### config.mk
export PLATFORM = sky130hd
export DESIGN_NAME = fire_alarm_top
export DESIGN_NICKNAME = d
export VERILOG_FILES = /design/src/source/actuator_pkg.sv /design/src/source/sensor_pkg.sv /design/src/source/fire_alarm_top.sv /design/src/source/flame_monitor.sv /design/src/source/ir_presence_timer.sv /design/src/source/led_chase.sv /design/src/source/servo_pwm.sv /design/src/source/suppression_ctrl.sv
export VERILOG_INCLUDE_DIRS = /design/src /design/src/source
export SDC_FILE = /design/constraint.sdc
export NUM_CORES = 1
export LEC_CHECK = 0
export ABC_AREA = 1
export BUFFER_PORTS_ARGS = -buffer_cell sky130_fd_sc_hd__buf_2
export CAP_MARGIN = 20
export CORE_UTILIZATION = 60
export CTS_CLUSTER_DIAMETER = 80
export DETAILED_ROUTE_END_ITERATION = 7
export GPL_TIMING_DRIVEN = 0
export PLACE_DENSITY = 0.85
export RECOVER_POWER = 100
export REMOVE_ABC_BUFFERS = 1
export SETUP_SLACK_MARGIN = 0.02
export SYNTH_ARGS = -nofsm -noshare
export SYNTH_HDL_FRONTEND = slang
export SYNTH_SLANG_ARGS = --single-unit
### constraint.sdc
create_clock -name clk -period 8.35 [get_ports clk]
set_input_delay 0.835 -clock clk [delete_from_list [all_inputs] [get_ports clk]]
set_output_delay 0.835 -clock clk [all_outputs]
set_load 0.005 [all_outputs]
### src/source/fire_alarm_defines.svh
`ifndef FIRE_ALARM_DEFINES_SVH
`define FIRE_ALARM_DEFINES_SVH

// ------------------------------
// flame sensor channels
// ------------------------------
`define FLAME_CH_A 5'd6             // aux channel 6
`define FLAME_CH_B 5'd15            // aux channel 15
`define FLAME_CH_C 5'd14            // aux channel 14

`define FLAME_LEVEL_BITS 6          // top bits of the 12-bit result
`define FIRE_THRESHOLD 20           // below this means flame

// ------------------------------
// servo positions and PWM frame
// ------------------------------
`define DUTY_MIN 12                 // hatch closed
`define DUTY_MAX 31                 // hatch open
`define PWM_STEPS 400               // steps per servo period

// ------------------------------
// default timings at 100 MHz
// ------------------------------
`define DEF_TICK_CYCLES 4_194_304        // 2^22 control tick
`define DEF_IR_TIMEOUT_CYCLES 500_000_000 // 5 s without object
`define DEF_PWM_STEP_CYCLES 5_000        // 50 Hz frame
`define DEF_LED_STEP_CYCLES 60_000_000   // 0.6 s per chase step

`endif

### src/source/actuator_pkg.sv
`default_nettype none

package actuator_pkg;

    // ------------------------------
    // servo side
    // ------------------------------
    typedef logic [6:0] servo_duty_t;  // high time in PWM steps
    typedef logic [8:0] pwm_step_t;    // step index inside one frame

    // ------------------------------
    // indicator side
    // ------------------------------
    typedef logic [4:0] led_pattern_t; // one bit per chase LED

    // number of cycles a prescaler has to cover
    function automatic int unsigned prescale_width(input int unsigned cycles);
        return (cycles < 2) ? 1 : $clog2(cycles);
    endfunction

endpackage

`default_nettype wire

### src/source/sensor_pkg.sv
`default_nettype none

`include "fire_alarm_defines.svh"

package sensor_pkg;

    typedef logic [4:0]                   adc_channel_t;  // converter channel number
    typedef logic [15:0]                  adc_word_t;     // 12-bit result, left aligned
    typedef logic [`FLAME_LEVEL_BITS-1:0] flame_level_t;  // coarse flame reading

    // coarse level is the top of the conversion word
    function automatic flame_level_t flame_level_of(input adc_word_t word);
        return word[15:16-`FLAME_LEVEL_BITS];
    endfunction

    // counter width able to hold the value cycles
    function automatic int unsigned count_width(input int unsigned cycles);
        return (cycles < 2) ? 1 : $clog2(cycles + 1);
    endfunction

endpackage

`default_nettype wire

### src/source/fire_alarm_top.sv
`timescale 1ns/100ps
`default_nettype none

`include "fire_alarm_defines.svh"

module fire_alarm_top
    import sensor_pkg::*;
    import actuator_pkg::*;
#(
    parameter int unsigned TICK_CYCLES       = `DEF_TICK_CYCLES,
    parameter int unsigned IR_TIMEOUT_CYCLES = `DEF_IR_TIMEOUT_CYCLES,
    parameter int unsigned PWM_STEP_CYCLES   = `DEF_PWM_STEP_CYCLES,
    parameter int unsigned LED_STEP_CYCLES   = `DEF_LED_STEP_CYCLES
) (
    input  logic         clk,
    input  logic         reset_p,
    input  logic         sample_valid,    // end of conversion
    input  adc_channel_t sample_channel,
    input  adc_word_t    sample_data,
    input  logic         ir_input_a,
    input  logic         ir_input_b,
    output logic         servo_pwm_a,
    output logic         servo_pwm_b,
    output logic         buzz,
    output logic [6:0]   led
);

    logic         fire;
    logic         alarm;
    logic         no_object_a;
    logic         no_object_b;
    servo_duty_t  duty_a;
    servo_duty_t  duty_b;
    led_pattern_t pattern;

    // ------------------------------
    // input side
    // ------------------------------
    flame_monitor u_flame (
        .clk            (clk),
        .reset_p        (reset_p),
        .sample_valid   (sample_valid),
        .sample_channel (sample_channel),
        .sample_data    (sample_data),
        .fire           (fire)
    );

    ir_presence_timer #(.TIMEOUT_CYCLES(IR_TIMEOUT_CYCLES)) u_ir_a (
        .clk (clk), .reset_p (reset_p), .enable (alarm),
        .ir_input (ir_input_a), .no_object (no_object_a)
    );

    ir_presence_timer #(.TIMEOUT_CYCLES(IR_TIMEOUT_CYCLES)) u_ir_b (
        .clk (clk), .reset_p (reset_p), .enable (alarm),
        .ir_input (ir_input_b), .no_object (no_object_b)
    );

    // ------------------------------
    // processing and output side
    // ------------------------------
    suppression_ctrl #(.TICK_CYCLES(TICK_CYCLES)) u_ctrl (
        .clk (clk), .reset_p (reset_p), .fire (fire),
        .no_object_a (no_object_a), .no_object_b (no_object_b),
        .alarm (alarm), .duty_a (duty_a), .duty_b (duty_b)
    );

    servo_pwm #(.STEP_CYCLES(PWM_STEP_CYCLES)) u_pwm_a (
        .clk (clk), .reset_p (reset_p), .duty (duty_a), .pwm (servo_pwm_a)
    );

    servo_pwm #(.STEP_CYCLES(PWM_STEP_CYCLES)) u_pwm_b (
        .clk (clk), .reset_p (reset_p), .duty (duty_b), .pwm (servo_pwm_b)
    );

    led_chase #(.STEP_CYCLES(LED_STEP_CYCLES)) u_led (
        .clk (clk), .reset_p (reset_p), .alarm (alarm), .pattern (pattern)
    );

    assign buzz = alarm;
    assign led  = {pattern[4], pattern[4], pattern};  // last LED drives three pins

endmodule

`default_nettype wire

### src/source/flame_monitor.sv
`timescale 1ns/100ps
`default_nettype none

`include "fire_alarm_defines.svh"

module flame_monitor
    import sensor_pkg::*;
(
    input  logic         clk,
    input  logic         reset_p,
    input  logic         sample_valid,
    input  adc_channel_t sample_channel,
    input  adc_word_t    sample_data,
    output logic         fire
);

    localparam flame_level_t THRESHOLD = flame_level_t'(`FIRE_THRESHOLD);

    flame_level_t levels      [3];  // a, b, c
    flame_level_t levels_next [3];
    logic         fire_next;

    // ------------------------------
    // per-channel capture
    // ------------------------------
    always_comb begin
        levels_next = levels;
        if (sample_valid) begin
            case (sample_channel)
                `FLAME_CH_A: levels_next[0] = flame_level_of(sample_data);
                `FLAME_CH_B: levels_next[1] = flame_level_of(sample_data);
                `FLAME_CH_C: levels_next[2] = flame_level_of(sample_data);
                default:     levels_next = levels;  // other channels ignored
            endcase
        end
    end

    // decide on the new levels so fire follows the strobe by one clock
    always_comb begin
        fire_next = (levels_next[0] < THRESHOLD) ||
                    (levels_next[1] < THRESHOLD) ||
                    (levels_next[2] < THRESHOLD);
    end

    always_ff @(posedge clk or posedge reset_p) begin
        if (reset_p) begin
            levels[0] <= '1;  // full scale, no flame
            levels[1] <= '1;
            levels[2] <= '1;
            fire      <= 1'b0;
        end else begin
            levels[0] <= levels_next[0];
            levels[1] <= levels_next[1];
            levels[2] <= levels_next[2];
            fire      <= fire_next;
        end
    end

    // a strobe must carry a resolved channel number
    a_channel_known: assert property (
        @(posedge clk) disable iff (reset_p)
        sample_valid |-> !$isunknown(sample_channel)
    ) else $error("flame_monitor: unknown channel on sample strobe");

endmodule

`default_nettype wire

### src/source/ir_presence_timer.sv
`timescale 1ns/100ps
`default_nettype none

module ir_presence_timer
    import sensor_pkg::*;
#(
    parameter int unsigned TIMEOUT_CYCLES = 500_000_000
) (
    input  logic clk,
    input  logic reset_p,
    input  logic enable,
    input  logic ir_input,   // low while an object is in front
    output logic no_object
);

    localparam int unsigned CNT_W = count_width(TIMEOUT_CYCLES);

    logic [CNT_W-1:0] absent_cnt;  // consecutive clear cycles
    logic             watching;
    logic             at_limit;
    logic             near_limit;

    assign watching   = enable && ir_input;
    assign at_limit   = (absent_cnt == CNT_W'(TIMEOUT_CYCLES));
    assign near_limit = (absent_cnt >= CNT_W'(TIMEOUT_CYCLES - 1));

    always_ff @(posedge clk or posedge reset_p) begin
        if (reset_p) begin
            absent_cnt <= '0;
            no_object  <= 1'b0;
        end else if (!watching) begin
            absent_cnt <= '0;  // object seen or timer off
            no_object  <= 1'b0;
        end else begin
            if (!at_limit) begin
                absent_cnt <= absent_cnt + 1'b1;  // saturates at the timeout
            end
            no_object <= near_limit;
        end
    end

endmodule

`default_nettype wire

### src/source/led_chase.sv
`timescale 1ns/100ps
`default_nettype none

module led_chase
    import actuator_pkg::*;
#(
    parameter int unsigned STEP_CYCLES = 60_000_000
) (
    input  logic         clk,
    input  logic         reset_p,
    input  logic         alarm,
    output led_pattern_t pattern
);

    localparam int unsigned STEP_W = prescale_width(STEP_CYCLES);

    logic [STEP_W-1:0] step_cnt;
    logic              step_end;

    assign step_end = (step_cnt == STEP_W'(STEP_CYCLES - 1));

    always_ff @(posedge clk or posedge reset_p) begin
        if (reset_p) begin
            step_cnt <= '0;
            pattern  <= '1;
        end else if (!alarm) begin
            step_cnt <= '0;  // idle, all LEDs lit
            pattern  <= '1;
        end else begin
            step_cnt <= step_end ? '0 : step_cnt + 1'b1;
            if (step_end) begin
                case (pattern)
                    5'b11111, 5'b11110, 5'b11100, 5'b11000, 5'b10000:
                        pattern <= {pattern[3:0], 1'b0};  // draining
                    5'b00000, 5'b00001, 5'b00011, 5'b00111, 5'b01111:
                        pattern <= {pattern[3:0], 1'b1};  // filling
                    default:
                        pattern <= '1;
                endcase
            end
        end
    end

    // ten-state ring only
    a_pattern_legal: assert property (
        @(posedge clk) disable iff (reset_p)
        pattern inside {5'b11111, 5'b11110, 5'b11100, 5'b11000, 5'b10000,
                        5'b00000, 5'b00001, 5'b00011, 5'b00111, 5'b01111}
    ) else $error("led_chase: illegal pattern %b", pattern);

endmodule

`default_nettype wire

### src/source/servo_pwm.sv
`timescale 1ns/100ps
`default_nettype none

`include "fire_alarm_defines.svh"

module servo_pwm
    import actuator_pkg::*;
#(
    parameter int unsigned STEP_CYCLES = `DEF_PWM_STEP_CYCLES
) (
    input  logic        clk,
    input  logic        reset_p,
    input  servo_duty_t duty,
    output logic        pwm
);

    localparam int unsigned PRE_W = prescale_width(STEP_CYCLES);

    logic [PRE_W-1:0] pre_cnt;   // clocks within one step
    logic             step_end;
    logic             frame_end;
    pwm_step_t        step;
    servo_duty_t      duty_q;    // duty of the running frame

    assign step_end  = (pre_cnt == PRE_W'(STEP_CYCLES - 1));
    assign frame_end = step_end && (step == pwm_step_t'(`PWM_STEPS - 1));

    always_ff @(posedge clk or posedge reset_p) begin
        if (reset_p) begin
            pre_cnt <= '0;
            step    <= '0;
            duty_q  <= servo_duty_t'(`DUTY_MIN);
            pwm     <= 1'b0;
        end else begin
            pre_cnt <= step_end ? '0 : pre_cnt + 1'b1;
            if (frame_end) begin
                step   <= '0;
                duty_q <= duty;  // new duty at step zero
            end else if (step_end) begin
                step <= step + 1'b1;
            end
            pwm <= (step < pwm_step_t'(duty_q));
        end
    end

endmodule

`default_nettype wire

### src/source/suppression_ctrl.sv
`timescale 1ns/100ps
`default_nettype none

`include "fire_alarm_defines.svh"

module suppression_ctrl
    import actuator_pkg::*;
#(
    parameter int unsigned TICK_CYCLES = `DEF_TICK_CYCLES
) (
    input  logic        clk,
    input  logic        reset_p,
    input  logic        fire,
    input  logic        no_object_a,
    input  logic        no_object_b,
    output logic        alarm,
    output servo_duty_t duty_a,
    output servo_duty_t duty_b
);

    localparam int unsigned TICK_W  = prescale_width(TICK_CYCLES);
    localparam servo_duty_t DUTY_LO = servo_duty_t'(`DUTY_MIN);
    localparam servo_duty_t DUTY_HI = servo_duty_t'(`DUTY_MAX);

    logic [TICK_W-1:0] tick_cnt;
    logic              tick_last;
    logic              tick;          // one clock per control period
    logic              no_object [2];
    servo_duty_t       duty_q    [2];

    // ------------------------------
    // control tick
    // ------------------------------
    assign tick_last = (tick_cnt == TICK_W'(TICK_CYCLES - 1));

    always_ff @(posedge clk or posedge reset_p) begin
        if (reset_p) begin
            tick_cnt <= '0;
            tick     <= 1'b0;
        end else begin
            tick <= tick_last;
            if (tick_last) begin
                tick_cnt <= '0;
            end else begin
                tick_cnt <= tick_cnt + 1'b1;
            end
        end
    end

    // ------------------------------
    // alarm latch
    // ------------------------------
    always_ff @(posedge clk or posedge reset_p) begin
        if (reset_p) begin
            alarm <= 1'b0;
        end else if (tick && fire) begin
            alarm <= 1'b1;  // held until reset
        end
    end

    // ------------------------------
    // hatch sweep, one per servo
    // ------------------------------
    assign no_object[0] = no_object_a;
    assign no_object[1] = no_object_b;

    for (genvar i = 0; i < 2; i++) begin : g_sweep
        always_ff @(posedge clk or posedge reset_p) begin
            if (reset_p) begin
                duty_q[i] <= DUTY_LO;
            end else if (tick && !fire) begin
                if (duty_q[i] == DUTY_HI) begin
                    duty_q[i] <= DUTY_HI;  // fully open, stays open
                end else if (no_object[i]) begin
                    duty_q[i] <= duty_q[i] + 1'b1;  // one step per tick
                end else begin
                    duty_q[i] <= DUTY_LO;  // something in the way, close
                end
            end
        end

        a_duty_range: assert property (
            @(posedge clk) disable iff (reset_p)
            (duty_q[i] >= DUTY_LO) && (duty_q[i] <= DUTY_HI)
        ) else $error("suppression_ctrl: duty %0d out of range", duty_q[i]);
    end

    assign duty_a = duty_q[0];
    assign duty_b = duty_q[1];

endmodule

`default_nettype wire

### Yosys cells after proc, flatten, opt, wreduce, memory -nomap -nowiden

Cells that the tools add are included.

| word-level totals | value |
|---|---|
| input bits | 26 |
| bits in registers | 208 |

| cells by class | value |
|---|---|
| mux-type cells | 26 |
| reduce and logical (&&, ||, !) cells | 14 |
| add/sub/neg operators | 10 |
| $lt $le $gt $ge | 7 |
| eq/ne operators | 25 |

Operators with widths:

| kind | number |
|---|---|
| 29-bit 2-to-1 mux | 4 |
| 29-bit by 1-bit adder with 29-bit output, second input constant | 2 |
| 29-bit equality test, second input constant | 2 |
| 29-bit greater-or-equal comparator, second input constant | 2 |
| 26-bit 2-to-1 mux | 2 |
| 9-bit 2-to-1 mux | 4 |
| 7-bit 2-to-1 mux | 4 |
| 13-bit by 1-bit adder with 13-bit output, second input constant | 2 |
| 26-bit by 1-bit adder with 26-bit output, second input constant | 1 |
| 13-bit equality test, second input constant | 2 |
| 26-bit equality test, second input constant | 1 |
| 13-bit 2-to-1 mux | 2 |
| 5-bit equality test, second input constant | 5 |
| 22-bit by 1-bit adder with 22-bit output, second input constant | 1 |
| 22-bit equality test, second input constant | 1 |
| 22-bit 2-to-1 mux | 1 |
| 9-bit by 1-bit adder with 9-bit output, second input constant | 2 |
| 9-bit equality test, second input constant | 2 |
| 6-bit by 5-bit < comparator with 1-bit output, second input constant | 3 |
| 9-bit by 7-bit < comparator with 1-bit output | 2 |
| 18-bit 2-to-1 mux | 1 |
| 6-bit 2-to-1 mux | 3 |
| 5-bit by 4-bit equality test with 1-bit output, second input constant | 3 |
| 7-bit by 1-bit adder with 7-bit output, second input constant | 2 |
| other kinds (15) | 28 |

### Depth between registers and ports, before layout

| logic depth | value |
|---|---|
| word-level depth | 6 |
| depth in mapped cells | 10 |
| gate-level depth less buffers | 10 |

### Modules after synthesis

Synthesis repeated with hierarchy kept, for this count alone.

| unflattened totals | value |
|---|---|
| cell total of the unflattened synthesis | 1772 |
| area total of the unflattened synthesis | 12647.1 um2 |

By module, submodules not included:

| module | seq. area each (um2) | times used | cells an instance | area each (um2) |
|---|---|---|---|---|
| ir_presence_timer | 750.7 | 2 | 335 | 2135.8 |
| servo_pwm | 753.2 | 2 | 239 | 1806.7 |
| suppression_ctrl | 955.9 | 1 | 238 | 2004.4 |
| led_chase | 782.0 | 1 | 290 | 1990.7 |
| flame_monitor | 340.3 | 1 | 94 | 752.0 |
| fire_alarm_top | 0.0 | 1 | 2 | 15.0 |

### Least setup slack after synthesis

No wires, ideal clock.

| path | value |
|---|---|
| kind | input port to flip-flop |
| start | input sample_valid |
| end | register u_flame.fire |
| stages on the path | 9 |
| buffers on the path | 0 |
| setup time | 0.124 ns |
| arrival time | 1.518 ns |
| required time | 8.226 ns |
| slack | 6.708 ns |
| path through | inv_1 nor2_1 nand3_1 nand2_1 nand2_1 nand2_1 nand2_1 nand2_1 nand3_1 |

| between the ends | value |
|---|---|
| word-level cells in the longest chain between the ends | 4 |

RTL lines:

| what | RTL line | RTL |
|---|---|---|
| from (decl) | fire_alarm_top.sv:17 | `input logic sample_valid,` |
| 18-bit 2-to-1 mux (*) | flame_monitor.sv:28 | `if (sample_valid) begin` |
| 6-bit by 5-bit < comparator with 1-bit output (on tied branches) | flame_monitor.sv:40, flame_monitor.sv:41 |  |
| 1-bit logical OR | flame_monitor.sv:40 | `fire_next = (levels_next[0] < THRESHOLD) \|\|` |
| 1-bit logical OR (*) | flame_monitor.sv:41 | `(levels_next[1] < THRESHOLD) \|\|` |
| via u_flame.fire_next | flame_monitor.sv:21 | `logic fire_next;` |
| to (signal assigned) | flame_monitor.sv:55 | `fire <= fire_next;` |
| to (decl) | flame_monitor.sv:14 | `output logic fire` |

The timed path passes the listed nets; every way through them passes the cells marked *.
A chain may end at the register's enable or synchronous reset.

==> impl_metrics.py <==
metrics = {
    "clocking": {
        "clock_latency_ps": 510,
        "htree_levels": 1,
        "cts.clk_slew.worst_paths_ps": 60,
        "ctsHoldBuffers": 0,
        "cts_root_buf": "clkbuf_16",
        "cts_tree": "built",
        "clk_path_buf_depth": 3,
        "cts_setup_buffers": 0,
        "cts-buffers-inserted": 23,
        "cts.sinks": 202,
        "post_cts_resized": 0,
    },
    "yosys": {
        "ys_types": 43,
        "synth_edf_count": 0,
        "synth_top_area_share_pct": 38.08,
        "synth_area_leaders": "dfrtp_1, nand2_1, nor2_1, inv_1, dfstp_2",
        "ys_seq_area_share_pct": 43.73,
        "synth_area_um2": 11630,
        "async_flop_share_pct": 100.0,
        "syn_area_per_cell_um2": 7.380,
        "yosys_warnings": 0,
        "ys_ff_latch": 202,
        "synthFlopType": "dfrtp_1",
        "synth_cells": 1576,
        "yosysTopAreaCell": "dfrtp_1",
    },
    "worst_setup_path": {
        "worstPathMaxFanout": 84,
        "r2r_end": "u_led.pattern[2]",
        "worst-path-stages": 2,
        "worstSetupEndpointType": "asynchronous set/reset pin",
        "cp_slowest_stage_delay_ps": 2060,
        "worstPathRequired_ps": 8340,
        "worstSetupPathType": "in -> async",
        "path_buf_inv": 2,
        "crit_path_top_delay_cell": "clkinvlp_2",
        "r2r_slack_ps": 5700,
        "start_kind": "input port",
        "critical-path-top-delay-family": "buffers and inverters",
        "crit_end": "u_ctrl.tick_cnt[7]",
        "crit_start": "reset_p",
        "worstPathCellList": "buf_2 > clkinvlp_2",
        "reg2reg_depth": 9,
        "r2r_start": "u_led.step_cnt[0]",
        "crit_arrival_ps": 3050,
    },
    "outcome": {
        "status": "finished, violations left",
        "violations": "max-capacitance violations, max-slew violations",
    },
    "timing": {
        "tightest_slew_ps": 3673,
        "grt_setup_unrepaired": "no",
        "max_freq_mhz": 326.5,
        "finalSetupViolations": 0,
        "finalCritPeriodShare_pct": 36.68,
        "finClkSkew_ps": 8.222,
        "hold_viol_final": 0,
        "slew_viol_final": 84,
        "period_needed_ps": 3063,
        "relSlewSlack_pct": -146.2,
    },
    "layout": {
        "synthToLayoutAreaGrowth_pct": 8.660,
        "final_util_pct": 67.12,
        "design_area_um2": 12640,
        "layout-drive-gt1-share_pct": 7.077,
        "nets": 1659,
        "diodes": 0,
    },
    "pwr": {
        "clock_power_share_pct": 49.4,
        "p_comb_share_pct": 2.5,
        "leakage_nw": 5.796,
        "ir_drop_v": 0.0001240,
        "powerDensity_nw_per_um2": 165.9,
        "power.total_mw": 2.097,
        "power_frac_seq_pct": 48.0,
        "power.internal_mw": 1.659,
        "p_sw_mw": 0.4373,
        "swShare_pct": 20.85,
    },
    "global_route": {
        "grt_pass1_wl_um": 42060,
        "grt_pass1_vias": 9569,
        "grt_max_degree": 120,
        "grt_use_total_pct": 25.44,
        "antenna_found_initial": 0,
        "overflow": 0,
    },
    "floorplan": {
        "die_x_um": 141.2,
        "core-area_um2": 18830,
        "rows": 50,
        "die_area_um2": 19950,
        "dieHeight_um": 141.2,
        "start_util_pct": 61.77,
        "io_pins": 36,
    },
    "drt": {
        "wirelength_um": 24200,
        "vias": 10152,
        "dr.pass1.iters": 6,
        "via_per_inst": 5.386,
        "route.detailed.drc": 0,
        "wire_per_inst_um": 12.84,
        "ant_nets": 0,
        "drt_iter0_drc": 833,
    },
    "min_path": {
        "hold_depth": 1,
        "hp-class": "reg -> reg",
    },
    "placed_design": {
        "io_buffer_count": 23,
        "place.gp.congestion": 0.9233,
        "hpwlAfterDp_um": 17130,
        "place_area_um2": 11990,
    },
    "run": {
        "drv_cap": 1,
    },
}
[layout make-up]
| cell class | instances | area [um2] |
|---|---|---|
| inverter | 225 | 845.8 |
| sequential | 202 | 5086 |
| timing repair buffer | 25 | 141.4 |
| multi-input combinational | 1132 | 5455 |
| tap | 260 | 325.3 |
| clock inverter | 8 | 121.4 |
| clock buffer | 33 | 663.1 |
| fill | 1523 | 6192 |
[power groups by stage]
| stage | registers (mW) | logic [mW] | clock network, mW |
|---|---|---|---|
| final | 1.01 | 0.0534 | 1.04 |
| after global routing | 1.01 | 0.0643 | 1.10 |
| after CTS | 1.01 | 0.0550 | 1.06 |
| after detailed placement | 1.02 | 0.0541 | 0 |
| after global placement | 1.02 | 0.0502 | 0 |
| after floorplan | 1.02 | 0.0382 | 0 |
[state kept, by name, indices dropped and copies added, names as in the netlist, 9 cells and up]
signal and cells:
u_ir_b.absent_cnt 29, u_pwm_a.step 9, u_pwm_b.step 9, u_ctrl.tick_cnt 22, u_ir_a.absent_cnt 29, u_pwm_a.pre_cnt 13
u_led.step_cnt 26, u_pwm_b.pre_cnt 13, u_flame.levels 12
[per-layer routing]
layer / track usage [%] / part of all wire [%]
met3: 3.397 / 5.0
met2: 43.82 / 48
met5: 0 / 0
met1: 33.26 / 45
met4: 8.124 / 2.2
[cells in the mapped netlist (all sizes together), types with 24 or more instances]
cell,count
nand2,412
nor2,272
inv,223
dfrtp,177
nand3,134
o21ai,59
nor3,55
xor2,50
a21oi,42
nand4,36
dfstp,25
ha,24
[stage by stage]
stage	worst slack (ps)	hold WS [ps]	TNS (ps)	cells
CTS	6069	426.0	0	1885
detailed placement	6228	454.8	0	1844
floorplan	2046	433.1	0	1559
global route	4658	468.7	0	1885
global placement	-92.16	448.2	-13350	1842
finish	5287	459.1	0	1885
[worst min-delay path by stage]
stage                     slack, ps                     to          startpoint
final                           460     u_ctrl.tick_cnt[0]  u_ctrl.tick_cnt[0]
after global placement          450     u_ctrl.tick_cnt[0]  u_ctrl.tick_cnt[0]
after detailed placement        450      u_pwm_a.duty_q[3]   u_pwm_a.duty_q[3]
after global routing            470     u_ctrl.tick_cnt[0]  u_ctrl.tick_cnt[0]
after floorplan                 430     u_ctrl.tick_cnt[0]  u_ctrl.tick_cnt[0]
after CTS                       430  u_ir_a.absent_cnt[26]             reset_p
[layout by cell type, fill, tap and decap left out, types with 3 or more instances in the layout]
cell       instances
nand3b_1           5
nor3b_1            3
nand3_2            5
clkbuf_1          10
nand3_1          129
nand2_2            3
o22ai_1            3
or2_2              5
buf_2             19
xor2_1            50
nor2_2            16
a31oi_1            5
clkbuf_16         23
nand2_1          408
ha_1              24
dfstp_1            6
clkinv_2           3
dfrtp_1          177
nand4_1           35
bufinv_16          3
o21ai_0           58
a21oi_1           42
nor3_1            53
xnor2_1           12
o21a_1             3
o21bai_1           4
clkbuf_8           5
inv_1            219
dfstp_2           19
inv_2              3
nor2_1           255
[kinds of logic (layout without fill, tap and decap cells)]
group	after synthesis	after routing	synth area share, %
buffers and inverters	242	291	8.369
flip-flops	202	202	43.73
adder cells (fa/ha/maj)	24	24	2.582
AND/OR/NAND/NOR	926	926	35.12
AO/OA/AOI/OAI	120	120	5.529
XOR/XNOR	62	62	4.669
Note: power is estimated with default switching activity, not from simulation.
